--- config.mk ---
export PLATFORM = sky130hd
export DESIGN_NAME = fetch_window
export DESIGN_NICKNAME = d
export VERILOG_FILES = /design/src/source/core_pkg.sv /design/src/source/fetch_window.sv
export VERILOG_INCLUDE_DIRS = /design/src /design/src/source
export SDC_FILE = /design/constraint.sdc
export NUM_CORES = 1
export LEC_CHECK = 0
export ABC_CLOCK_PERIOD_IN_PS = 5800
export BUFFER_PORTS_ARGS = -buffer_cell sky130_fd_sc_hd__buf_4
export CAP_MARGIN = 15
export CORE_MARGIN = 2
export CORE_UTILIZATION = 50
export CTS_CLUSTER_DIAMETER = 50
export DETAILED_ROUTE_END_ITERATION = 7
export PLACE_DENSITY = 0.77
export SLEW_MARGIN = 30
export SYNTH_ARGS = -nofsm -noshare
export SYNTH_HDL_FRONTEND = slang
export SYNTH_SLANG_ARGS = --single-unit
--- constraint.sdc ---
create_clock -name clk -period 5.8 [get_ports clk]
set_clock_uncertainty 0.1 [all_clocks]
set_input_delay 0.29 -clock clk [delete_from_list [all_inputs] [get_ports clk]]
set_output_delay 0.29 -clock clk [all_outputs]
set_load 0.05 [all_outputs]
--- src/source/core_consts.svh ---
`ifndef CORE_CONSTS_SVH
`define CORE_CONSTS_SVH

// lanes fetched, decoded and issued per cycle
`define ISSUE_WIDTH 4

`define XLEN 32
`define NUM_REGS 32
`define REG_ADDR_W 5

// instruction memory is word addressed
`define FETCH_ADDR_W 32

// RV32I major opcodes handled by the core
`define OPC_OP 7'b0110011
`define OPC_OP_IMM 7'b0010011

`endif

--- src/source/core_pkg.sv ---
`include "core_consts.svh"

package core_pkg;

    typedef logic [`XLEN-1:0] xlen_t;
    typedef logic [31:0] insn_t;
    typedef logic [`REG_ADDR_W-1:0] reg_addr_t;
    typedef logic [`FETCH_ADDR_W-1:0] fetch_addr_t;
    typedef logic [`ISSUE_WIDTH-1:0] lane_mask_t;
    // 0 to ISSUE_WIDTH lanes
    typedef logic [$clog2(`ISSUE_WIDTH+1)-1:0] issue_cnt_t;

    typedef enum logic [3:0] {
        alu_add,
        alu_sub,
        alu_sll,
        alu_slt,
        alu_sltu,
        alu_xor,
        alu_srl,
        alu_sra,
        alu_or,
        alu_and
    } alu_op_e;

    // decoded micro-op, one per lane
    typedef struct packed {
        logic      valid;
        logic      writes_rd;
        alu_op_e   alu_op;
        reg_addr_t rd;
        reg_addr_t rs1;
        reg_addr_t rs2;
        logic      use_imm;
        xlen_t     imm;
    } uop_t;

    // execute register entry, operands already selected
    typedef struct packed {
        logic      writes_rd;
        alu_op_e   alu_op;
        reg_addr_t rd;
        xlen_t     a;
        xlen_t     b;
    } exec_t;

    typedef struct packed {
        reg_addr_t rd;
        xlen_t     data;
    } commit_t;

    typedef insn_t [`ISSUE_WIDTH-1:0] fetch_bundle_t;
    typedef commit_t [`ISSUE_WIDTH-1:0] commit_bundle_t;

endpackage

--- src/source/fetch_window.sv ---
`timescale 1ns/10ps
`include "core_consts.svh"

module fetch_window (
    input  logic                    clk,
    input  logic                    rst,
    input  core_pkg::fetch_bundle_t fetch_bundle_i,
    input  core_pkg::issue_cnt_t    issue_cnt_i,
    output core_pkg::fetch_bundle_t window_o,
    output core_pkg::lane_mask_t    window_valid_o,
    output core_pkg::fetch_addr_t   fetch_addr_o
);
    import core_pkg::*;

    fetch_bundle_t window_q;
    fetch_bundle_t window_d;
    lane_mask_t    valid_q;
    lane_mask_t    valid_d;
    fetch_addr_t   addr_q;
    issue_cnt_t    valid_cnt;
    issue_cnt_t    keep_cnt;
    issue_cnt_t    fill_cnt;

    // valid slots always form a prefix
    always_comb begin
        valid_cnt = '0;
        for (int i = 0; i < `ISSUE_WIDTH; i++) begin
            valid_cnt = valid_cnt + issue_cnt_t'(valid_q[i]);
        end
        keep_cnt = valid_cnt - issue_cnt_i;
        fill_cnt = issue_cnt_t'(`ISSUE_WIDTH) - keep_cnt;
    end

    // unissued slots move down, bundle words fill the rest
    always_comb begin
        logic [1:0] src;
        src = '0;
        for (int i = 0; i < `ISSUE_WIDTH; i++) begin
            if (i < int'(keep_cnt)) begin
                src = 2'(i + int'(issue_cnt_i));
                window_d[i] = window_q[src];
                valid_d[i] = valid_q[src];
            end else begin
                src = 2'(i - int'(keep_cnt));
                window_d[i] = fetch_bundle_i[src];
                valid_d[i] = 1'b1;
            end
        end
    end

    always_ff @(posedge clk or posedge rst) begin
        if (rst) begin
            valid_q <= '0;
            addr_q <= '0;
        end else begin
            valid_q <= valid_d;
            addr_q <= addr_q + fetch_addr_t'(fill_cnt);
        end
    end

    always_ff @(posedge clk) begin
        window_q <= window_d;
    end

    assign window_o = window_q;
    assign window_valid_o = valid_q;
    assign fetch_addr_o = addr_q;

endmodule

==> implementation parameters <==
Parameter                              Value

Floorplanning
  Initial Util    50.7%
  Top-Level Pins    297
  Total die area    0.0233 mm^2
  Die height    153 um
  Number of rows in the core area    54
  Core area    0.0218 mm^2
  Width of the chip    153 um

Setup path
  Worst Path Arrival    4950 ps
  Critical path start-end classification    flop to flop
  Worst-path fanout max    35
  Critical path launch point type    flop
  Worst setup path startpoint    window_valid_o[1]$_DFF_PP0_
  Reg-to-reg critical path startpoint    window_valid_o[1]$_DFF_PP0_
  Critical path data required time    6020 ps
  CP Capture Type    flop

Synth
  Number of synthesized flops with an enable pin    0
  Netlist Area Pre-Place    0.0110 mm^2
  Total nets after synthesis    1015
  Number of distinct standard cells referenced by the synthesized netlist    37
  Average footprint of a synthesized cell    12.7 um^2
  #FFs+latches synth    164
  Warnings from Yosys    0
  Primary flip-flop cell chosen by synthesis mapping    dfxtp_1
  Largest area contributor in the netlist    mux4_2
  Fraction of synthesis flops using an asynchronous set or reset pin    22.0%
  Share of Yosys cell area claimed by the top area cell type    33.5%
  Post-synthesis instance total    872
  Post-synthesis sequential area ratio    31.4%
  Most area-consuming cells after synthesis    mux4_2 33%, dfxtp_1 23%, dfrtp_1 8.2%, mux2_2 6.3%, mux2i_1 5.8%

Worst hold path
  Worst Hold Class    input port to flop
  Launch instance of the worst min-delay path    fetch_bundle_i[14]

CTS
  Number of buffers on the longest clock path    2
  Reg clk slew, reported paths    80 ps
  CTS buffer count    17
  Clk sinks    164
  Post_cts resized    0
  CTS H-tree depth    4
  Later-pin clock latency in the skew report    420 ps
  Root buffer selected by CTS    clkbuf_16
  TritonCTS clock tree    yes

GRT
  Antenna violations before repair    0
  Global-route wire length before repair    48500 um
  Overall overflow remaining after global route    0
  Pin count of the biggest net entering global routing    133
  Vias in the first global route    8877
  Tot GR Track Use    25.7%

Place
  Worst-case setup slack after placement    1040 ps
  Estimated wirelength of the detail-placed design    20600 um
  Number of input and output port buffers inserted    296
  Global placer's final weighted congestion    0.820
  Cell area after placement    0.0133 mm^2

Timing
  Final Worst Setup Slack    1060 ps
  Slew at the pin closest to its max-slew limit    883 ps
  RSZ-0062 raised after global routing    false
  Final min period    4740 ps
  Final clock period utilization by the worst path    81.7%
  Highest clock frequency the design can meet    211 MHz
  TNS Setup    0 ps
  Max Transition Viols Final    0
  Max-slew headroom    41.1%
  Number of failing hold endpoints at the final stage    0
  Number of endpoints failing setup at the final stage    0

Power and ir drop
  Total power divided by cell area    527 mW/mm^2
  Clock share of power    16.5%
  Power share of the sequential group    29.4%
  Maximum VDD drop    0.405 mV
  Part of the power in combinational logic    54.1%
  Proportion of total power due to net switching    47.3%
  Cell leakage power    5.78 nW
  Net switching power    3.49 mW
  Cell internal pwr    3.89 mW

Finish
  Most common cell after layout, fill and taps aside    buf_4
  Post-route design area    0.0140 mm^2
  Share of post-route cells with drive strength above 1    51.5%
  Antenna diodes    0
  P&R area growth vs syn    26.9%
  Leading cell types in the layout, fill and taps excluded    307 x buf_4, 164 x mux4_2, 128 x dfxtp_1
  Fin nets    1267

Route
  Final wirelength    29900 um
  Total via count in the routed design    8842
  Residual DRC count    0
  Antenna Violating Nets Remaining    0
  Routed wirelength normalized by instance count    21.1 um
  1st-iter DRT viols    538
  Pre-Repair DR Iteration Count    5
  Via density    6.24

Outcome
  Outcome    completed

Job
  Max-Cap Viols    0
## critical path, stage by stage, from the launching register on
cell and delay [ps]:
dfrtp_1 420, inv_1 80, ha_1 280, fa_1 480, inv_1 60, ha_4 150, fa_4 1060, inv_1 140
ha_4 610, buf_4 430, mux4_2 540, mux2_2 270
## flip-flops by register name (all words and copies together) (netlist names)
| register | count |
|---|---|
| fetch_addr_o | 32 |
| window_o | 128 |
| window_valid_o | 4 |
## layout make-up
type,instances,area [um^2]
Tap cell,280,350
Sequential cell,164,3460
Inverter,10,37.5
Fill cell,1688,7750
Clock buffer,17,425
Multi-Input combinational cell,618,7100
Timing Repair Buffer,313,2410
Clock inverter,15,216
## power groups by stage
stage	sequential (mW)	clock, mW	combinational, mW
3_5_place_dp	2.17	0	3.99
3_3_place_gp	2.15	0	3.93
6_report	2.17	1.22	3.99
2_1_floorplan	3.53	0	1.44
4_1_cts	2.16	1.24	4.01
5_1_grt	2.25	1.28	4.17
## layer usage
layer / GRT usage, % / wire length, um / up-vias / share of wire (%)
met5: 0 / 0 / - / 0
met4: 7.72 / 626 / 0 / 2.1
met3: 4.92 / 1950 / 41 / 6.5
met2: 42.2 / 15000 / 379 / 50
met1: 34.8 / 12300 / 4490 / 41
li1: - / - / 3932 / -
## synth_stat cells, types with 2 or more instances
| cell type | instances |
|---|---|
| mux4_2 | 164 |
| dfxtp_1 | 128 |
| a21oi_1 | 98 |
| nor2_1 | 68 |
| mux2i_1 | 64 |
| mux2_2 | 62 |
| buf_2 | 44 |
| dfrtp_1 | 36 |
| a211oi_1 | 32 |
| nor2b_1 | 32 |
| xnor2_1 | 25 |
| buf_6 | 12 |
| clkbuf_1 | 12 |
| buf_4 | 11 |
| nand2_1 | 11 |
| nand4_1 | 11 |
| inv_1 | 10 |
| nand3_1 | 10 |
| ha_1 | 7 |
| xor2_1 | 6 |
| and3_1 | 5 |
| and4_1 | 3 |
| fa_1 | 3 |
| or2_2 | 3 |
| mux2_1 | 2 |
| nor4_4 | 2 |
## cells by family after synthesis
group / after synthesis / synth area share [%]
mux: 292 / 45.8
buf+inv: 90 / 4.75
flops: 164 / 31.4
compound gates: 134 / 7.03
xor+xnor: 32 / 2.66
simple gates: 150 / 7.06
fa+ha+maj: 10 / 1.34
## stage by stage
| step | instances | hold slack, ps | power (mW) | utilization (%) |
|---|---|---|---|---|
| 2_1_floorplan | 872 | 357 | 4.97 | - |
| 3_3_place_gp | 1382 | 327 | 6.07 | 61.1 |
| 3_5_place_dp | 1383 | 330 | 6.16 | 61.2 |
| 4_1_cts | 1416 | 53.8 | 7.40 | 64.2 |
| 5_1_grt | 1417 | 66.4 | 7.71 | 64.4 |
| 6_report | 1417 | 75.0 | 7.38 | 64.4 |
## path summary, 6_finish.rpt
path / cells past startpoint / slack (ps) / to
max reg2reg: 11 / 1060 / window_o[95]$_DFF_P_
min reg2reg: 1 / 390 / fetch_addr_o[26]$_DFF_PP0_
min: 3 / 70 / window_o[14]$_DFF_P_
max: 11 / 1060 / window_o[95]$_DFF_P_
min in group asynchronous: 4 / 480 / fetch_addr_o[28]$_DFF_PP0_
max in group asynchronous: 4 / 4790 / fetch_addr_o[6]$_DFF_PP0_
## what timing repair did
item	in CTS	in global routing
hold buffers	1	0
hold endpoints to repair	36	0
setup endpoints to repair	0	0
setup buffers	0	0
(Power assumes the default switching activity.)
