`src/source/core_consts.svh`:
```
`ifndef CORE_CONSTS_SVH
`define CORE_CONSTS_SVH

// lanes fetched, decoded and issued per cycle
`define ISSUE_WIDTH 4

`define XLEN 32
`define NUM_REGS 32
`define REG_ADDR_W 5

// instruction memory is word addressed
`define FETCH_ADDR_W 32

// RV32I major opcodes handled by the core
`define OPC_OP 7'b0110011
`define OPC_OP_IMM 7'b0010011

`endif

```
`src/source/core_pkg.sv`:
```
`include "core_consts.svh"

package core_pkg;

    typedef logic [`XLEN-1:0] xlen_t;
    typedef logic [31:0] insn_t;
    typedef logic [`REG_ADDR_W-1:0] reg_addr_t;
    typedef logic [`FETCH_ADDR_W-1:0] fetch_addr_t;
    typedef logic [`ISSUE_WIDTH-1:0] lane_mask_t;
    // 0 to ISSUE_WIDTH lanes
    typedef logic [$clog2(`ISSUE_WIDTH+1)-1:0] issue_cnt_t;

    typedef enum logic [3:0] {
        alu_add,
        alu_sub,
        alu_sll,
        alu_slt,
        alu_sltu,
        alu_xor,
        alu_srl,
        alu_sra,
        alu_or,
        alu_and
    } alu_op_e;

    // decoded micro-op, one per lane
    typedef struct packed {
        logic      valid;
        logic      writes_rd;
        alu_op_e   alu_op;
        reg_addr_t rd;
        reg_addr_t rs1;
        reg_addr_t rs2;
        logic      use_imm;
        xlen_t     imm;
    } uop_t;

    // execute register entry, operands already selected
    typedef struct packed {
        logic      writes_rd;
        alu_op_e   alu_op;
        reg_addr_t rd;
        xlen_t     a;
        xlen_t     b;
    } exec_t;

    typedef struct packed {
        reg_addr_t rd;
        xlen_t     data;
    } commit_t;

    typedef insn_t [`ISSUE_WIDTH-1:0] fetch_bundle_t;
    typedef commit_t [`ISSUE_WIDTH-1:0] commit_bundle_t;

endpackage

```
`src/source/alu.sv`:
```
`timescale 1ns/10ps
`include "core_consts.svh"

module alu (
    input  core_pkg::alu_op_e op_i,
    input  core_pkg::xlen_t   a_i,
    input  core_pkg::xlen_t   b_i,
    output core_pkg::xlen_t   result_o
);
    import core_pkg::*;

    logic [4:0] shamt;

    assign shamt = b_i[4:0];

    always_comb begin
        case (op_i)
            alu_add: begin
                result_o = a_i + b_i;
            end
            alu_sub: begin
                result_o = a_i - b_i;
            end
            alu_sll: begin
                result_o = a_i << shamt;
            end
            alu_slt: begin
                result_o = xlen_t'($signed(a_i) < $signed(b_i));
            end
            alu_sltu: begin
                result_o = xlen_t'(a_i < b_i);
            end
            alu_xor: begin
                result_o = a_i ^ b_i;
            end
            alu_srl: begin
                result_o = a_i >> shamt;
            end
            alu_sra: begin
                result_o = xlen_t'($signed(a_i) >>> shamt);
            end
            alu_or: begin
                result_o = a_i | b_i;
            end
            default: begin
                result_o = a_i & b_i;
            end
        endcase
    end

endmodule

```
`src/source/exec_pipe.sv`:
```
`timescale 1ns/10ps
`include "core_consts.svh"

module exec_pipe (
    input  logic                                 clk,
    input  logic                                 rst,
    input  core_pkg::uop_t  [`ISSUE_WIDTH-1:0]   uops_i,
    input  core_pkg::lane_mask_t                 issue_mask_i,
    input  core_pkg::xlen_t [`ISSUE_WIDTH-1:0]   rdata1_i,
    input  core_pkg::xlen_t [`ISSUE_WIDTH-1:0]   rdata2_i,
    output core_pkg::lane_mask_t                 exec_valid_o,
    output core_pkg::exec_t [`ISSUE_WIDTH-1:0]   exec_o,
    output core_pkg::lane_mask_t                 commit_valid_o,
    output core_pkg::commit_bundle_t             commit_o
);
    import core_pkg::*;

    lane_mask_t                 exec_valid_q;
    exec_t [`ISSUE_WIDTH-1:0]   exec_q;
    lane_mask_t                 commit_valid_q;
    commit_bundle_t             commit_q;
    xlen_t [`ISSUE_WIDTH-1:0]   alu_res;

    // only issued lanes with a real destination occupy the stage
    always_ff @(posedge clk or posedge rst) begin
        if (rst) begin
            exec_valid_q <= '0;
            commit_valid_q <= '0;
        end else begin
            for (int i = 0; i < `ISSUE_WIDTH; i++) begin
                exec_valid_q[i] <= issue_mask_i[i] && uops_i[i].writes_rd &&
                                   (uops_i[i].rd != '0);
            end
            commit_valid_q <= exec_valid_q;
        end
    end

    always_ff @(posedge clk) begin
        for (int i = 0; i < `ISSUE_WIDTH; i++) begin
            if (issue_mask_i[i]) begin
                exec_q[i].writes_rd <= uops_i[i].writes_rd;
                exec_q[i].alu_op <= uops_i[i].alu_op;
                exec_q[i].rd <= uops_i[i].rd;
                exec_q[i].a <= rdata1_i[i];
                exec_q[i].b <= uops_i[i].use_imm ? uops_i[i].imm : rdata2_i[i];
            end
            commit_q[i].rd <= exec_q[i].rd;
            commit_q[i].data <= alu_res[i];
        end
    end

    for (genvar g = 0; g < `ISSUE_WIDTH; g++) begin : g_alu
        alu i_alu (
            .op_i     (exec_q[g].alu_op),
            .a_i      (exec_q[g].a),
            .b_i      (exec_q[g].b),
            .result_o (alu_res[g])
        );
    end

    assign exec_valid_o = exec_valid_q;
    assign exec_o = exec_q;
    // writeback register feeds both the commit port and the register file
    assign commit_valid_o = commit_valid_q;
    assign commit_o = commit_q;

endmodule

```
`config.mk`:
```
export PLATFORM = sky130hd
export DESIGN_NAME = exec_pipe
export DESIGN_NICKNAME = d
export VERILOG_FILES = /design/src/source/core_pkg.sv /design/src/source/alu.sv /design/src/source/exec_pipe.sv
export VERILOG_INCLUDE_DIRS = /design/src /design/src/source
export SDC_FILE = /design/constraint.sdc
export NUM_CORES = 2
export LEC_CHECK = 0
export BUFFER_PORTS_ARGS = -buffer_cell sky130_fd_sc_hd__buf_2
export CORE_AREA = 2 2 361 363
export CTS_BUF_LIST = sky130_fd_sc_hd__clkbuf_4 sky130_fd_sc_hd__clkbuf_8
export DETAILED_ROUTE_END_ITERATION = 7
export DIE_AREA = 0 0 363 365
export GPL_ROUTABILITY_DRIVEN = 0
export SLEW_MARGIN = 20
export SYNTH_ARGS = -nofsm -noshare
export SYNTH_HDL_FRONTEND = slang
export SYNTH_HIERARCHICAL = 1
export SYNTH_SLANG_ARGS = --single-unit
```
`constraint.sdc`:
```
create_clock -name clk -period 7.4 [get_ports clk]
set_input_delay 0.37 -clock clk [delete_from_list [all_inputs] [get_ports clk]]
set_output_delay 0.37 -clock clk [all_outputs]
set_load 0.05 [all_outputs]
```
==> qor.yml <==
placementRows: 132
fin_worst_skew_ns: 0.0324
grt_max_degree: 82
clkLatencyLatePin_ns: 0.81
yosys-top-cells-area: "edfxtp_1, ha_1, dfxtp_1"
num_vias: 52222
die_w_um: 363
hold_viol_final: 0
crit_type: "reg -> reg"
ys_ff_latch: 452
cp-end-kind: "register"
cts_tree: "yes"
area_growth_pct: 24.2
ant_nets: 0
die_area_mm2: 0.132
rsz0062_at_grt: "no"
min_path_type: "in -> async"
die_y_um: 365
synthTopCellsByCount: "nor2_1, nand2_1, a21oi_1, o21ai_0, ha_1"
drtIter0Drc: 7233
grt_pass1_vias: 49116
coreArea_mm2: 0.129
cap_violations: 0
cts_buffer_depth: 3
synth_edf_count: 296
grt_antenna_before_repair: 27
wl_um: 216000
fin_crit_ns: 5.06
multi_input_area_mm2: 0.0320
report.final.slew_viol_count: 0
ctsHtreeMaxLevel: 3
track_usage_pct: 30.8
ys_types: 104
fin_setup_tns_ns: 0
p_per_area_mw_per_mm2: 205
register_area_mm2: 0.0121
grt_pass1_wl_um: 312000
period_share_pct: 68.4
setup_violations: 0
synth_flop_cell: "edfxtp_1"
timing.fmax_ghz: 0.197
layout.nets: 7733
cts_root_buf: "clkbuf_8"
routed_via_density: 6.06
syn_inst: 5803
design.portCount: 930
cts_setup_buffers: 0
initial_core_util_pct: 36.8
cts_sinks: 452
cts_hold_buffers: 427
arrival_ns: 5.74
layout-drive-gt1-share_pct: 21.1
post_cts_resized: 0
status: "complete, but fails checks"
dp_hpwl_um: 158000
yosysTopAreaCellShare_pct: 18.8
yosysMostFrequentCell: "nor2_1"
cts_buffers: 82
relSlewSlack_pct: 8.28
cp-start-kind: "register"
fin_hold_ws_ns: 0.187
portBuffers: 885
ys_seq_area_share_pct: 25.5
drc: 1
syn-num-nets: 6677
synthArstFlopShare_pct: 1.77
cellLeakagePower_nw: 25.4
irDropWorstVdd_mv: 0.193
overflow: 0
clkSlewWorstSetupHoldPaths_ns: 0.06
syn_avg_cell_area_um2: 8.15
post_drt_wl_per_cell_um: 25.0
path_max_fanout: 65
ys_warn_count: 6
yosysTopAreaCell: "edfxtp_1"
worst_pin_slew_ns: 1.34
violations: "DRC"
critPathRequiredTime_ns: 8.07
firstDrtPassIters: 8
num-fill-cells: 12583
syn_area_mm2: 0.0473
-- critical path: stages (launching register included) --
cell and delay [ns]:
edfxtp_1 0.32, buf_4 0.56, clkinv_1 0.14, buf_4 0.35
ha_1 0.56, a21oi_1 0.14, o21ai_0 0.39, a41oi_1 0.27
o31a_1 0.41, o21ai_0 0.38, a211oi_1 0.21, o31ai_1 0.33
o21ai_0 0.20, and4_1 0.23, or3_1 0.35
-- through the flow --
| step | instance area [um2] | cells | utilization [%] | total power [mW] | worst slack, ns |
|---|---|---|---|---|---|
| finish | 58700 | 8615 | 45.7 | 12.1 | 2.34 |
| global route | 58700 | 8613 | 45.7 | 12.6 | 2.05 |
| CTS | 58700 | 8602 | 45.6 | 12.0 | 2.53 |
| detailed placement | 52600 | 8023 | 40.9 | 9.03 | 2.57 |
| global placement | 52600 | 8023 | 40.9 | 9.00 | 2.56 |
| floorplan | 47300 | 5803 | - | 7.35 | 2.67 |
-- area by class of cell --
type / count / area share (%)
Antenna cell: 13 / 0.0554
Timing Repair Buffer: 1391 / 15.8
Clock inverter: 33 / 0.562
Multi-Input combinational cell: 4548 / 54.5
Tap cell: 1675 / 3.57
Sequential cell: 452 / 20.5
Inverter: 384 / 2.45
Clock buffer: 119 / 2.50
-- flip-flops by register name (all words and copies together), names as in the netlist --
name            flops
commit_o          148
exec_o            296
exec_valid_o        4
commit_valid_o      4
-- worst paths after layout --
check,start,end,slack [ns],cells past startpoint
setup reg to reg,exec_o[150],commit_o[104],2.34,14
setup / recovery,exec_o[150],commit_o[104],2.34,14
hold / removal,rst,commit_valid_o[3],0.19,3
min in group clk,rdata1_i[114],exec_o[272],0.27,2
hold reg to reg,exec_o[68],commit_o[36],0.37,0
max in group asynchronous,rst,commit_valid_o[2],6.77,3
-- power breakdown --
group / total [mW] / internal (mW) / switching, mW / leakage, nW
clock network: 2.67 / 1.46 / 1.21 / 0.926
logic: 5.98 / 1.96 / 4.02 / 20.3
registers: 3.41 / 3.01 / 0.400 / 4.25
-- layout by cell type (no fill, tap or decap), drive strengths merged, types with 46 or more instances in the layout --
master         n
nand3         80
clkbuf       119
nand2        541
mux2i        258
mux2         187
nor2b         56
inv          370
buf          964
a31oi         71
nor2         682
mux4          82
a221oi        48
dlygate4sd3  427
nor4          51
dfxtp        148
nor3          87
ha           388
o21bai        71
a21oi        532
o22ai         46
a211oi        98
o211ai        63
a21o          57
edfxtp       296
o21ai        451
xnor2         85
-- layer usage --
layer  GRT usage, %  wire (um)  vias up
li1               -          -    23412
met1           40.6      85200    24618
met2           45.4      90000     3585
met3           10.4      29600      595
met4           13.9      10600       12
met5              0         76        -
-- cells by family after synthesis --
logic type | Yosys count | share of synthesized area, %
AOI/OAI and AO/OA | 1875 | 26.1
and+or+nand+nor | 1656 | 15.2
buffers and inverters | 803 | 6.99
muxes | 527 | 13.8
DFF | 452 | 25.5
adders and majority gates | 396 | 10.6
xor gates and xnor gates | 94 | 1.74
No activity file was read; power rests on OpenSTA's default activity.
