**src/source/core_consts.svh**
```systemverilog
`ifndef CORE_CONSTS_SVH
`define CORE_CONSTS_SVH

// lanes fetched, decoded and issued per cycle
`define ISSUE_WIDTH 4

`define XLEN 32
`define NUM_REGS 32
`define REG_ADDR_W 5

// instruction memory is word addressed
`define FETCH_ADDR_W 32

// RV32I major opcodes handled by the core
`define OPC_OP 7'b0110011
`define OPC_OP_IMM 7'b0010011

`endif

```
**src/source/core_pkg.sv**
```systemverilog
`include "core_consts.svh"

package core_pkg;

    typedef logic [`XLEN-1:0] xlen_t;
    typedef logic [31:0] insn_t;
    typedef logic [`REG_ADDR_W-1:0] reg_addr_t;
    typedef logic [`FETCH_ADDR_W-1:0] fetch_addr_t;
    typedef logic [`ISSUE_WIDTH-1:0] lane_mask_t;
    // 0 to ISSUE_WIDTH lanes
    typedef logic [$clog2(`ISSUE_WIDTH+1)-1:0] issue_cnt_t;

    typedef enum logic [3:0] {
        alu_add,
        alu_sub,
        alu_sll,
        alu_slt,
        alu_sltu,
        alu_xor,
        alu_srl,
        alu_sra,
        alu_or,
        alu_and
    } alu_op_e;

    // decoded micro-op, one per lane
    typedef struct packed {
        logic      valid;
        logic      writes_rd;
        alu_op_e   alu_op;
        reg_addr_t rd;
        reg_addr_t rs1;
        reg_addr_t rs2;
        logic      use_imm;
        xlen_t     imm;
    } uop_t;

    // execute register entry, operands already selected
    typedef struct packed {
        logic      writes_rd;
        alu_op_e   alu_op;
        reg_addr_t rd;
        xlen_t     a;
        xlen_t     b;
    } exec_t;

    typedef struct packed {
        reg_addr_t rd;
        xlen_t     data;
    } commit_t;

    typedef insn_t [`ISSUE_WIDTH-1:0] fetch_bundle_t;
    typedef commit_t [`ISSUE_WIDTH-1:0] commit_bundle_t;

endpackage

```
**src/source/insn_decode.sv**
```systemverilog
`timescale 1ns/10ps
`include "core_consts.svh"

module insn_decode (
    input  core_pkg::insn_t insn_i,
    input  logic            valid_i,
    output core_pkg::uop_t  uop_o
);
    import core_pkg::*;

    logic [6:0]  opcode;
    logic [2:0]  funct3;
    logic [6:0]  funct7;
    logic [11:0] imm12;
    logic        f7_zero;
    logic        f7_alt;
    logic        known;
    logic        is_imm;
    alu_op_e     base_op;
    alu_op_e     op;
    xlen_t       imm;

    assign opcode = insn_i[6:0];
    assign funct3 = insn_i[14:12];
    assign funct7 = insn_i[31:25];
    assign imm12 = insn_i[31:20];
    assign f7_zero = (funct7 == 7'b0000000);
    assign f7_alt = (funct7 == 7'b0100000);

    always_comb begin
        case (funct3)
            3'b000: base_op = alu_add;
            3'b001: base_op = alu_sll;
            3'b010: base_op = alu_slt;
            3'b011: base_op = alu_sltu;
            3'b100: base_op = alu_xor;
            3'b101: base_op = alu_srl;
            3'b110: base_op = alu_or;
            default: base_op = alu_and;
        endcase
    end

    always_comb begin
        known = 1'b0;
        is_imm = 1'b0;
        op = base_op;
        imm = {{(`XLEN-12){imm12[11]}}, imm12};
        if (opcode == `OPC_OP) begin
            known = f7_zero || (f7_alt && (funct3 == 3'b000 || funct3 == 3'b101));
            if (f7_alt) begin
                op = (funct3 == 3'b000) ? alu_sub : alu_sra;
            end
        end else if (opcode == `OPC_OP_IMM) begin
            is_imm = 1'b1;
            known = 1'b1;
            if (funct3 == 3'b001 || funct3 == 3'b101) begin
                // shift amount only
                imm = xlen_t'(insn_i[24:20]);
                known = f7_zero || (f7_alt && funct3 == 3'b101);
                op = f7_alt ? alu_sra : base_op;
            end
        end
    end

    // anything else flows through as a nop
    always_comb begin
        uop_o.valid = valid_i;
        uop_o.writes_rd = known;
        uop_o.alu_op = known ? op : alu_add;
        uop_o.rd = known ? insn_i[11:7] : '0;
        uop_o.rs1 = known ? insn_i[19:15] : '0;
        uop_o.rs2 = (known && !is_imm) ? insn_i[24:20] : '0;
        uop_o.use_imm = is_imm || !known;
        uop_o.imm = imm;
    end

endmodule

```
**config.mk**
```make
export PLATFORM = sky130hd
export DESIGN_NAME = insn_decode
export DESIGN_NICKNAME = d
export VERILOG_FILES = /design/src/source/core_pkg.sv /design/src/source/insn_decode.sv
export VERILOG_INCLUDE_DIRS = /design/src /design/src/source
export SDC_FILE = /design/constraint.sdc
export NUM_CORES = 1
export LEC_CHECK = 0
export BUFFER_PORTS_ARGS = -buffer_cell sky130_fd_sc_hd__buf_2
export CORE_MARGIN = 2
export CORE_UTILIZATION = 25
export DETAILED_ROUTE_END_ITERATION = 7
export PLACE_DENSITY = 0.63
export SYNTH_ARGS = -nofsm -noshare
export SYNTH_HDL_FRONTEND = slang
export SYNTH_SLANG_ARGS = --single-unit
```
**constraint.sdc**
```tcl
create_clock -name vclk -period 1.47
set_input_delay 0 -clock vclk [all_inputs]
set_output_delay 0 -clock vclk [all_outputs]
set_load 0.1 [all_outputs]
```
==> results.md, run 1 <==
- Cells after Synth: 93
- Vias per inst: 4.402
- WHS Path Cells: 0
- Synth top area cells: buf_4 32%, and2_2 13%, and2_1 6.9%
- Synth warnings: 0
- # diodes: 0
- Net Count, Synth: 126
- FF+latch count: 0
- Die width: 54.52 um
- Initial Utilization: 0.2599
- Most frequent cells in the layout: 58 x buf_2, 21 x buf_12, 11 x and2_4
- Max-slew violation count: 0
- Synth cell types: 30
- Signal arrival time at the worst endpoint: 1.56 ns
- Area growth syn-to-layout: 116.7%
- Fin crit period: 1.561 ns
- Final worst slack: -0.09112 ns
- CP startpoint: insn_i[29]
- Synth area leader: buf_4
- FMAX: 640.6 MHz
- Tcrit/Tclk final: 1.062
- DR WL/cell: 11.39 um
- Overflow after GRT: 0
- Syn avg cell area: 6.861 um^2
- DR vias: 810
- Vias in the first global route: 623
- Hold WC Path Type: input pin to output port
- Hold Slack: 0.00004387 ns
- Drt initial violations: 3
- Storage cell area: 0 um^2
- VDD IR max: 0.3376 mV
- Placed cells: 179
- Die area: 0.002972 mm^2
- Core Rows: 18
- Area after DPL: 0.001285 mm^2
- Antenna-violating nets left: 0
- Share of the synthesized area in the top cell type: 0.3176
- Worst-Margin Slew: 0.4913 ns
- Cell area after synthesis: 638.1 um^2
- Largest net degree at the start of global routing: 22
- Initial antenna violation count: 0
- CORE AREA: 0.002455 mm^2
- Initial DRT Pass Iterations: 4
- Layout cells sized above 1: 0.7922
- Leak: 0.0006584 uW
- Cell Pwr Density: 388.0 mW/mm^2
- Critical-path cell list: buf_6 -> or4_4 -> a211oi_2 -> o221a_4 -> buf_12 -> and2_4 -> buf_12
- Io pins: 87
- Number of port buffers: 85
- Most used cell along the critical path: buf_12
- Post-synthesis sequential area ratio: 0
- Max-cap violations: 0
- CP max stage delay: 0.55 ns
- Gpl congestion: 0.6680
- Commonest non-fill, non-tap cell in the layout: buf_2
- Global-route wire length before repair: 2.649 mm
- Final Hold Violating Endpoints: 0
- Final wirelength: 2.096 mm
- Violated checks: setup timing
- Post-route cell area: 0.001383 mm^2
- Worst Path Required: 1.47 ns
- Critical path's slowest cell: or4_4
- DRC errors left: 0
- Slew HR: 0.6747
- Die Ht: 54.52 um
- Hold Startpoint: valid_i
- Hold Crit Endpoint: uop_o[53]
- Final setup vio count: 19
- Worst Setup Start Kind: input pin
- RSZ-0062 raised after global routing: yes
- Maximum net fanout on the critical path: 10
- Status: complete, but fails checks
- Gr usage total: 0.1153
- Detailed placer's ending HPWL: 1.666 mm
- CP endpoint kind: output port
- Setup CP Type: input pin to output port
- Fin cells: 184
- Final #Nets: 189
- Place WS: -0.1800 ns
- # clk buffers: 0
- Final Util: 0.5632
how the worst max path moves through the flow:
stage | to | slack (ns)
detailed placement | uop_o[40] | -0.18
finish | uop_o[40] | -0.09
floorplan | uop_o[33] | -0.47
global placement | uop_o[40] | -0.15
CTS | uop_o[40] | -0.13
global route | uop_o[49] | -0.18
stage by stage:
stage / total power (uW) / setup TNS (ns)
4_1_cts: 524.0 / -1.536
6_report: 536.4 / -1.077
2_1_floorplan: 486.1 / -3.405
5_1_grt: 561.7 / -2.259
3_5_place_dp: 520.6 / -2.296
3_3_place_gp: 517.8 / -1.886
critical path: cells and delay by family:
kind,cells,cell delay (ns)
buffers and inverters,3,0.39
AO/OA/AOI/OAI,2,0.46
AND/OR/NAND/NOR,2,0.70
Yosys cell counts, drive strengths merged (2+ instances only):
cell	instances
a21boi	2
and2	18
or2	2
a21oi	2
nor2	10
buf	30
inv	8
nand4b	2
layer usage:
layer / GRT usage / wire length (um) / vias up
met5: 0 / 0 / -
met3: 0.008197 / 158 / 2
met2: 0.2309 / 1220 / 46
met1: 0.1359 / 698 / 360
met4: 0.008333 / 19 / 0
li1: - / - / 402
cell families after synthesis:
| group | share of synthesized area |
|---|---|
| compound gates | 0.1255 |
| xor+xnor | 0.02746 |
| buf+inv | 0.4039 |
| mux | 0.01569 |
| simple gates | 0.4274 |
final cells by class:
cell class	instances	area (um^2)
Timing Repair Buffer	90	808.3
Fill cell	212	1072
Inverter	8	30.03
Multi-Input combinational cell	56	506.7
Tap cell	30	37.54
where the power goes:
part / switching [uW] / internal, uW
registers: 0 / 0
logic: 438 / 98.9
clock network: 0 / 0
repair_timing:
item | CTS | global route
setup buffers | 1 | 2
setup endpoints to repair | 21 | 42
hold buffers | 0 | 0
pin swaps | 7 | 6
gates resized for setup | 3 | 13
gates cloned | 0 | 2
Note: power is estimated with default switching activity, not from simulation.
==> run 2: changes to the inputs <==
--- a/config.mk
+++ b/config.mk
@@ -11,6 +11,8 @@
 export CORE_UTILIZATION = 25
 export DETAILED_ROUTE_END_ITERATION = 7
 export PLACE_DENSITY = 0.63
+export RECOVER_POWER = 100
+export REMOVE_ABC_BUFFERS = 1
 export SYNTH_ARGS = -nofsm -noshare
 export SYNTH_HDL_FRONTEND = slang
 export SYNTH_SLANG_ARGS = --single-unit
==> results.md, run 2 (synthesis gave the netlist of run 1 again) <==
- Global-route wire length before repair: 2.635 mm
- Tcrit/Tclk final: 1.064
- Final wirelength: 1.925 mm
- WHS Path Cells: 0
- Hold WC Path Type: input pin to output port
- Signal arrival time at the worst endpoint: 1.56 ns
- Io pins: 87
- Max-cap violations: 0
- Die Ht: 54.52 um
- Worst-Margin Slew: 1.176 ns
- Layout cells sized above 1: 0.7483
- Total Negative Setup Slacks: -1.188 ns
- RSZ-0062 raised after global routing: yes
- Worst Setup Start Kind: input pin
- Maximum net fanout on the critical path: 11
- Initial DRT Pass Iterations: 1
- Switching Fraction: 0.8261
- Overflow after GRT: 0
- Gr usage total: 0.1124
- Largest net degree at the start of global routing: 22
- Vias per inst: 4.149
- Fin crit period: 1.564 ns
- DRC errors left: 0
- Reg power frac: 0
- Final worst slack: -0.09361 ns
- Final Hold Violating Endpoints: 0
- Int Power: 91.15 uW
- # diodes: 0
- FF+latch count: 0
- FMAX: 639.5 MHz
- Gpl congestion: 0.6870
- # clk buffers: 0
- Most frequent cells in the layout: 47 x buf_2, 21 x buf_12, 10 x and2_2
- Core Rows: 18
- Area growth syn-to-layout: 106.3%
- Slew HR: 0.2192
- Violated checks: setup timing
- Total power: 524.1 uW
- Status: complete, but fails checks
- Storage cell area: 0 um^2
- Cell Pwr Density: 398.2 mW/mm^2
- Setup CP Type: input pin to output port
- Vias in the first global route: 608
- VDD IR max: 0.8837 mV
- Net Sw Power: 432.9 uW
- Initial antenna violation count: 0
- Final #Nets: 186
- FILL cells: 238
- Leak: 0.0006227 uW
- Hold Crit Endpoint: uop_o[53]
- Place WS: -0.2126 ns
- Commonest non-fill, non-tap cell in the layout: buf_2
- DR vias: 751
- Max-slew violation count: 0
- Worst Path Required: 1.47 ns
- Die width: 54.52 um
- Number of port buffers: 85
- DR WL/cell: 10.64 um
- Drt initial violations: 0
- Detailed placer's ending HPWL: 1.709 mm
- Final setup vio count: 20
- Die area: 0.002972 mm^2
- Antenna-violating nets left: 0
- Hold Slack: 0.0002169 ns
- Combinational Power Share: 1.000
- Hold Startpoint: valid_i
- Initial Utilization: 0.2599
- CP endpoint kind: output port
- CORE AREA: 0.002455 mm^2
- Power share of the clock group: 0
==> run 2: cell types whose count changed in the layout (fill, tap and decap cells not counted), moves of 3 or more <==
| cell | previous run | this run |
|---|---|---|
| buf_2 | 58 | 47 |
| and2_4 | 11 | 2 |
| clkbuf_2 | 0 | 9 |
| and2_2 | 3 | 10 |
| clkbuf_1 | 0 | 5 |
| clkbuf_4 | 4 | 1 |
==> run 2: layout make-up <==
type / count / area [um^2] / area share
well taps: 30 / 37.54 / 0.02852
inverters: 8 / 30.03 / 0.02281
repair buffers: 89 / 783.3 / 0.5951
multi-input cells: 54 / 465.4 / 0.3536
==> run 2: per-stage QoR <==
step           utilization  area [um^2]  std cells
5_1_grt             0.5362         1316        181
3_5_place_dp        0.4954         1216        181
4_1_cts             0.5163         1267        181
2_1_floorplan            -        410.4         62
6_report            0.5362         1316        181
3_3_place_gp        0.4954         1216        181
==> run 2: timing repair <==
| action | CTS | global route |
|---|---|---|
| resized for setup | 15 | 14 |
| buffers inserted | 2 | 0 |
| hold buffers | 0 | 0 |
| pin swaps | 2 | 2 |
| endpoints found under the setup margin | 20 | 42 |
==> run 2: how the worst max path moves through the flow <==
| stage | from | end | slack (ns) | depth (start not counted) |
|---|---|---|---|---|
| after floorplan | insn_i[6] | uop_o[11] | -12.88 | 4 |
| after global placement | insn_i[29] | uop_o[50] | -0.20 | 7 |
| after detailed placement | insn_i[29] | uop_o[33] | -0.21 | 6 |
| after CTS | insn_i[29] | uop_o[47] | -0.1 | 7 |
| after global routing | insn_i[29] | uop_o[42] | -0.18 | 7 |
| final | insn_i[29] | uop_o[43] | -0.09 | 7 |
==> run 2: critical path, cell delays in order <==
cell	delay, ns
buf_6	0.09
or4_4	0.55
a211oi_2	0.16
o221a_2	0.29
buf_12	0.14
and2_2	0.16
buf_12	0.17
==> run 2: power by group through the flow <==
| stage | registers, uW | logic (uW) | clock network (uW) |
|---|---|---|---|
| 5_1_grt | 0 | 549 | 0 |
| 6_report | 0 | 524 | 0 |
| 3_5_place_dp | 0 | 509 | 0 |
| 4_1_cts | 0 | 518 | 0 |
| 2_1_floorplan | 0 | 346 | 0 |
| 3_3_place_gp | 0 | 506 | 0 |
==> run 2: per-layer routing <==
layer / vias to the layer above / part of all wire / global-route usage
met2: 26 / 0.59 / 0.2088
met5: - / 0 / 0
met1: 334 / 0.36 / 0.1489
li1: 391 / - / -
met3: 0 / 0.051 / 0.008197
met4: 0 / 0 / 0
