File: src/source/core_consts.svh
`ifndef CORE_CONSTS_SVH
`define CORE_CONSTS_SVH

// lanes fetched, decoded and issued per cycle
`define ISSUE_WIDTH 4

`define XLEN 32
`define NUM_REGS 32
`define REG_ADDR_W 5

// instruction memory is word addressed
`define FETCH_ADDR_W 32

// RV32I major opcodes handled by the core
`define OPC_OP 7'b0110011
`define OPC_OP_IMM 7'b0010011

`endif

File: src/source/core_pkg.sv
`include "core_consts.svh"

package core_pkg;

    typedef logic [`XLEN-1:0] xlen_t;
    typedef logic [31:0] insn_t;
    typedef logic [`REG_ADDR_W-1:0] reg_addr_t;
    typedef logic [`FETCH_ADDR_W-1:0] fetch_addr_t;
    typedef logic [`ISSUE_WIDTH-1:0] lane_mask_t;
    // 0 to ISSUE_WIDTH lanes
    typedef logic [$clog2(`ISSUE_WIDTH+1)-1:0] issue_cnt_t;

    typedef enum logic [3:0] {
        alu_add,
        alu_sub,
        alu_sll,
        alu_slt,
        alu_sltu,
        alu_xor,
        alu_srl,
        alu_sra,
        alu_or,
        alu_and
    } alu_op_e;

    // decoded micro-op, one per lane
    typedef struct packed {
        logic      valid;
        logic      writes_rd;
        alu_op_e   alu_op;
        reg_addr_t rd;
        reg_addr_t rs1;
        reg_addr_t rs2;
        logic      use_imm;
        xlen_t     imm;
    } uop_t;

    // execute register entry, operands already selected
    typedef struct packed {
        logic      writes_rd;
        alu_op_e   alu_op;
        reg_addr_t rd;
        xlen_t     a;
        xlen_t     b;
    } exec_t;

    typedef struct packed {
        reg_addr_t rd;
        xlen_t     data;
    } commit_t;

    typedef insn_t [`ISSUE_WIDTH-1:0] fetch_bundle_t;
    typedef commit_t [`ISSUE_WIDTH-1:0] commit_bundle_t;

endpackage

File: src/source/issue_logic.sv
`timescale 1ns/10ps
`include "core_consts.svh"

module issue_logic (
    input  core_pkg::uop_t  [`ISSUE_WIDTH-1:0] uops_i,
    input  core_pkg::lane_mask_t               exec_valid_i,
    input  core_pkg::exec_t [`ISSUE_WIDTH-1:0] exec_i,
    output core_pkg::lane_mask_t               issue_mask_o,
    output core_pkg::issue_cnt_t               issue_cnt_o
);
    import core_pkg::*;

    lane_mask_t lane_ok;

    // true if u reads a nonzero register r
    function automatic logic reads_reg(uop_t u, reg_addr_t r);
        return (r != '0) && ((u.rs1 == r) || (!u.use_imm && (u.rs2 == r)));
    endfunction

    always_comb begin
        lane_ok = '0;
        for (int i = 0; i < `ISSUE_WIDTH; i++) begin
            lane_ok[i] = uops_i[i].valid;
            // scoreboard against the execute register
            for (int j = 0; j < `ISSUE_WIDTH; j++) begin
                if (exec_valid_i[j] && exec_i[j].writes_rd &&
                    reads_reg(uops_i[i], exec_i[j].rd)) begin
                    lane_ok[i] = 1'b0;
                end
            end
            // older lanes in the same window
            for (int k = 0; k < i; k++) begin
                if (uops_i[k].valid && uops_i[k].writes_rd &&
                    reads_reg(uops_i[i], uops_i[k].rd)) begin
                    lane_ok[i] = 1'b0;
                end
            end
        end
    end

    // in-order prefix, first blocked lane stops the rest
    always_comb begin
        logic in_order;
        in_order = 1'b1;
        issue_cnt_o = '0;
        for (int i = 0; i < `ISSUE_WIDTH; i++) begin
            in_order = in_order & lane_ok[i];
            issue_mask_o[i] = in_order;
            issue_cnt_o = issue_cnt_o + issue_cnt_t'(in_order);
        end
    end

endmodule

File: config.mk
export PLATFORM = sky130hd
export DESIGN_NAME = issue_logic
export DESIGN_NICKNAME = d
export VERILOG_FILES = /design/src/source/core_pkg.sv /design/src/source/issue_logic.sv
export VERILOG_INCLUDE_DIRS = /design/src /design/src/source
export SDC_FILE = /design/constraint.sdc
export NUM_CORES = 1
export LEC_CHECK = 0
export BUFFER_PORTS_ARGS = -buffer_cell sky130_fd_sc_hd__clkbuf_2
export CAP_MARGIN = 20
export CORE_AREA = 2 2 200 202
export DETAILED_ROUTE_END_ITERATION = 12
export DIE_AREA = 0 0 202 204
export GPL_ROUTABILITY_DRIVEN = 0
export SLEW_MARGIN = 10
export SYNTH_ARGS = -nofsm -noshare
export SYNTH_HDL_FRONTEND = slang
export SYNTH_SLANG_ARGS = --single-unit
File: constraint.sdc
create_clock -name vclk -period 8
set_input_delay 1.6 -clock vclk [all_inputs]
set_output_delay 1.6 -clock vclk [all_outputs]
set_load 0.005 [all_outputs]
==> qor.yml, run 1 <==
fin_util_pct: 10.23
portBuffers: 101
syn_nets: 939
row_count: 73
endpoint_kind: "output port"
max-slew-margin-rel_pct: 61.69
syn_to_final_growth_pct: 25.83
drive_gt1_share_pct: 24.95
fmax_mhz: 164.3
pwr-share-clk_pct: 0
critical_path_class: "in -> out"
hold_path.class: "in -> out"
hold_path_end: "issue_mask_o[0]"
p_per_area_nw_per_um2: 54.46
drv_slew: 0
nFillCells: 4544
drtIter0Drc: 244
fin_nets: 977
rsz0062_at_grt: "no"
grtUsageTotal_pct: 7.530
synth_cell_types: 34
ir_drop_uv: 17.79
seq_cells: 0
fin_crit_sh_pct: 76.07
wire_per_inst_um: 16.39
hpwl_mm: 13.42
grt_pass1_wl_mm: 22.60
yosysWarnings: 0
p_total_mw: 0.2184
synth_area_um2: 3187
core_um2: 39180
syn_inst: 421
syn_area_per_cell_um2: 7.570
finalHoldViolations: 0
start_kind: "input pin"
crit_arrival_ps: 4490
period_needed_ps: 6085
firstDrtPassIters: 5
boundaryPins: 523
grt_start_max_net_pins: 10
synth_seq_area_share_pct: 0
p_seq_share_pct: 0
status: "complete, no violations"
power.internal_mw: 0.09197
cts_resized: 0
power_frac_comb_pct: 100.0
antenna_found_initial: 11
netSwitchingFraction_pct: 57.88
maxCapViolCount: 0
critPathMaxFanout: 9
wl_mm: 16.13
grt_pass1_vias: 3090
num-clock-buffers: 0
hold_depth: 3
die_area_um2: 41210
hp-start: "uops_i[53]"
post_cts_buffers: 0
hold_buffers: 0
via_per_inst: 3.251
setup_viol: 0
antenna_left: 0
switching_power_mw: 0.1264
tightest_slew_ps: 569.4
cp.required_ps: 6400
die_w_um: 202
vias: 3199
die_height_um: 204
seqCellArea_um2: 0
fin_tns_setup_ps: 0
grt_overflow: 0
drc: 0
initial_utilization_pct: 8.133
power.leakage_nw: 1.310
==> logic make-up after synthesis <==
family,synth area share [%]
compound gates,10.80
xor+xnor,60.46
buf+inv,10.91
simple gates,17.04
fa+ha+maj,0.7851
==> Yosys cell counts, drive strengths merged <==
master  number  area (um^2)
o32a        10        100.1
or3          5        31.28
a22oi        7        52.55
nor4        10        83.83
nand4       15        93.84
inv          1        3.750
ha           2        25.02
nand2       12        45.04
xnor2      120         1051
nor2        15        56.30
nand3       15        75.07
clkbuf      29        108.9
buf         36        235.2
or4          7        67.56
and3         1        6.260
a21boi       1        7.510
o21ai        3        15.01
xor2       100        875.8
nor4b        1        23.77
o22ai        7        50.05
o211ai       7        90.08
a21oi        5        28.78
nor3        12        60.06
==> placed cells by master, fill, tap and decap left out, types with 3 or more instances in the layout <==
master / count
nor4_1: 8
clkbuf_2: 101
o22ai_1: 6
o32a_1: 10
a21oi_1: 4
a22oi_1: 7
nand4_1: 15
or4_1: 3
or3_1: 5
xor2_1: 100
or4_4: 4
nor3_1: 12
nand2_1: 12
o211ai_1: 3
nand3_1: 15
xnor2_1: 120
nor2_1: 15
==> worst max-delay path: stages <==
cell	delay, ps
clkbuf_2	270
or4_4	620
o211ai_4	320
o22ai_1	150
nor4_1	550
nand2_1	250
a21boi_1	200
ha_1	170
ha_1	230
clkbuf_2	120
==> layer usage <==
layer / up-vias / routed length, um / global-route usage [%]
met1: 1561 / 6745 / 9.299
li1: 1459 / - / -
met3: 32 / 1520 / 2.838
met2: 131 / 7607 / 12.96
met5: - / 100 / 0
met4: 16 / 153 / 0.4727
==> how the worst max path moves through the flow <==
| stage | slack (ps) | from | endpoint |
|---|---|---|---|
| floorplan | 2910 | exec_i[214] | issue_cnt_o[1] |
| global route | 1760 | exec_i[65] | issue_cnt_o[1] |
| finish | 1910 | exec_i[139] | issue_cnt_o[1] |
| global placement | 1840 | exec_i[139] | issue_cnt_o[1] |
| CTS | 1810 | exec_i[139] | issue_cnt_o[1] |
| detailed placement | 1810 | exec_i[213] | issue_cnt_o[1] |
==> stage by stage <==
stage	std cells	hold slack [ps]	setup slack, ps	cell area, um^2
after floorplan	421	3318	2907	3187
after global placement	982	3617	1839	4005
after detailed placement	982	3618	1812	4005
after CTS	982	3619	1814	4005
after global routing	982	3621	1761	4005
final	984	3600	1915	4010
==> power by group through the flow <==
stage                 clock (mW)  combinational [mW]  sequential (mW)
finish              0.0000000334               0.218                0
CTS                            0               0.221                0
global route                   0               0.239                0
global placement               0               0.215                0
floorplan                      0               0.160                0
detailed placement             0               0.220                0
==> final cells by class <==
type | count | area [um^2] | share of cell area [%]
well taps | 525 | 656.9 | 16.38
multi-input cells | 355 | 2839 | 70.80
diodes | 2 | 5.005 | 0.1248
inverters | 1 | 3.754 | 0.09360
repair buffers | 101 | 505.5 | 12.61
(Power assumes the default switching activity.)
==> inputs of run 2 (changes only) <==
--- a/config.mk
+++ b/config.mk
@@ -6,11 +6,12 @@
 export SDC_FILE = /design/constraint.sdc
 export NUM_CORES = 1
 export LEC_CHECK = 0
+export ABC_AREA = 1
 export BUFFER_PORTS_ARGS = -buffer_cell sky130_fd_sc_hd__clkbuf_2
 export CAP_MARGIN = 20
-export CORE_AREA = 2 2 200 202
+export CORE_AREA = 2 2 205 207
 export DETAILED_ROUTE_END_ITERATION = 12
-export DIE_AREA = 0 0 202 204
+export DIE_AREA = 0 0 207 209
 export GPL_ROUTABILITY_DRIVEN = 0
 export SLEW_MARGIN = 10
 export SYNTH_ARGS = -nofsm -noshare
==> constraint.sdc (replaced) <==
create_clock -name vclk -period 5.1
set_input_delay 1.02 -clock vclk [all_inputs]
set_output_delay 1.02 -clock vclk [all_outputs]
set_load 0.005 [all_outputs]
==> qor.yml, run 2 <==
status: "complete, no violations"
seqCellArea_um2: 0  # unchanged
cts_resized: 0  # unchanged
die_area_um2: 43260  # +5.0%
die_w_um: 207  # +2.5%
synth_cell_types: 31  # -8.8%
hold_path.class: "in -> out"
stdcell_count: 1452  # +48%
post_cts_buffers: 0  # unchanged
drtIter0Drc: 518  # +110%
antenna_found_initial: 20  # +9
via_per_inst: 3.648  # +12%
fin_tns_setup_ps: 0  # unchanged
cp.required_ps: 4080  # -2320 ps
power_frac_comb_pct: 100.0  # about the same
wl_mm: 21.25  # +32%
final_cell_mix: "nand2_1 (379), nor2_1 (128), clkbuf_2 (101)"
p_total_mw: 0.3823  # +75%
setup_ws_ps: 879.3  # -1035 ps
initial_utilization_pct: 9.588  # +1.5 points
crit_arrival_ps: 3200  # -1290 ps
row_count: 75  # +2.7%
fin_nets: 1424  # +46%
syn_area_per_cell_um2: 4.657  # -38%
synth_area_um2: 3959  # +24%
period_needed_ps: 4221
yosysTopAreaCellShare_pct: 35.94  # +3.0 points
num-clock-buffers: 0  # unchanged
critical_path_class: "in -> out"
p_seq_share_pct: 0  # unchanged
numPlacedInstances: 1443  # +47%
finalHoldViolations: 0  # unchanged
wire_per_inst_um: 14.64  # -11%
die_height_um: 209  # +2.5%
drive_gt1_share_pct: 16.15  # -8.8 points
grt_pass1_vias: 4631  # +50%
max-slew-margin-rel_pct: 75.16  # +13 points
maxCapViolCount: 0  # unchanged
portBuffers: 101  # unchanged
grtUsageTotal_pct: 9.337  # +1.8 points
seq_cells: 0  # unchanged
setup_viol: 0  # unchanged
grt_pass1_wl_mm: 30.72  # +36%
rsz0062_at_grt: "no"
fin_util_pct: 11.67  # +1.4 points
firstDrtPassIters: 5  # unchanged
syn_to_final_growth_pct: 21.68
cp_cell_sequence: "clkbuf_2 -> nor3_2 -> nand3_1 -> nand3_2 -> inv_2 -> nand2_1 -> nand2_1 -> inv_1 -> nand2_1 -> nor2_1 -> nand3_2 -> nand2_1 -> ha_1 -> ha_1 -> clkbuf_2"
drv_slew: 0  # unchanged
netSwitchingFraction_pct: 67.37  # +9.5 points
switching_power_mw: 0.2575  # +100%
stdcell_area_um2: 4817  # +20%
synth_seq_area_share_pct: 0  # unchanged
yosysWarnings: 0  # unchanged
yosys-top-cells-count: "nand2_1 (379), nor2_1 (128), inv_1 (62)"
slowest_delay_ps: 310  # -310 ps
grt_start_max_net_pins: 13  # +3
place_ws_ps: 877.6  # -934.7 ps
synth_top_cells_by_area: "nand2_1 (36%), nor2_1 (12%), xor2_1 (7.5%)"
grt_overflow: 0  # unchanged
power.leakage_nw: 2.668  # +100%
ir_drop_uv: 17.64  # -0.83%
hold_buffers: 0  # unchanged
cpMostUsedCell: "nand2_1"
synthMostInstantiatedCell: "nand2_1"
pwr-share-clk_pct: 0  # unchanged
layout_commonest_cell: "nand2_1"
vias: 5297  # +66%
power.internal_mw: 0.1247  # +36%
start_kind: "input pin"
cp_slowest_cell: "nor2_1"
drc: 0  # unchanged
p_per_area_nw_per_um2: 79.35  # +46%
fmax_mhz: 236.9
critPathMaxFanout: 11  # +2
fin_hold_ws_ps: 2571  # -1028 ps
tightest_slew_ps: 372.7  # -196.8 ps
boundaryPins: 523  # unchanged
place_area_um2: 4795  # +20%
hpwl_mm: 17.81  # +33%
syn_inst: 850  # +100%
syn_nets: 1368  # +46%
antenna_left: 0  # unchanged
fin_crit_sh_pct: 82.76
core_um2: 41290  # +5.4%
yosys.area.top_type: "nand2_1"
endpoint_kind: "output port"
==> run 2: cell type report <==
cell class | instances | area [um^2]
antenna | 9 | 22.52
inverter | 92 | 366.6
fill | 4911 | 36470
timing repair buffer | 101 | 505.5
multi-input combinational | 711 | 3248
tap | 539 | 674.4
==> run 2: final timing paths <==
path,to,slack (ps),startpoint,cells after the start
worst max-delay path,issue_cnt_o[1],880,exec_i[288],15
worst min-delay path,issue_mask_o[1],2570,uops_i[107],6
==> run 2: cell families (layout without fill, tap and decap cells) <==
family | after synthesis | in the layout | synth area share, %
simple gates | 577 | 577 | 58.75
xor+xnor | 58 | 58 | 12.83
compound gates | 74 | 74 | 9.830
fa+ha+maj | 2 | 2 | 0.6320
other cells | 0 | 9 | 0
buf+inv | 139 | 193 | 17.95
==> run 2: worst max-delay path: cells and delay by family <==
| kind | cells | cell delay [ps] |
|---|---|---|
| buf+inv | 4 | 490 |
| fa+ha+maj | 2 | 340 |
| simple gates | 9 | 1330 |
==> run 2: power groups by stage <==
stage               Combinational (mW)    Clock [mW]  Sequential (mW)
CTS                              0.376             0                0
global route                     0.425  0.0000000525                0
detailed placement               0.374             0                0
finish                           0.382   0.000000236                0
global placement                 0.374             0                0
floorplan                        0.263             0                0
==> run 2: routing by layer <==
metal  up-vias  routed length, um  part of all wire [%]  global-route usage, %
met5         -                129                  0.61                      0
met4        22                794                   3.7                  2.660
met3        62               2144                    10                  3.066
met2       289               9262                    44                  14.99
met1      2233               8919                    42                  11.90
li1       2691                  -                     -                      -
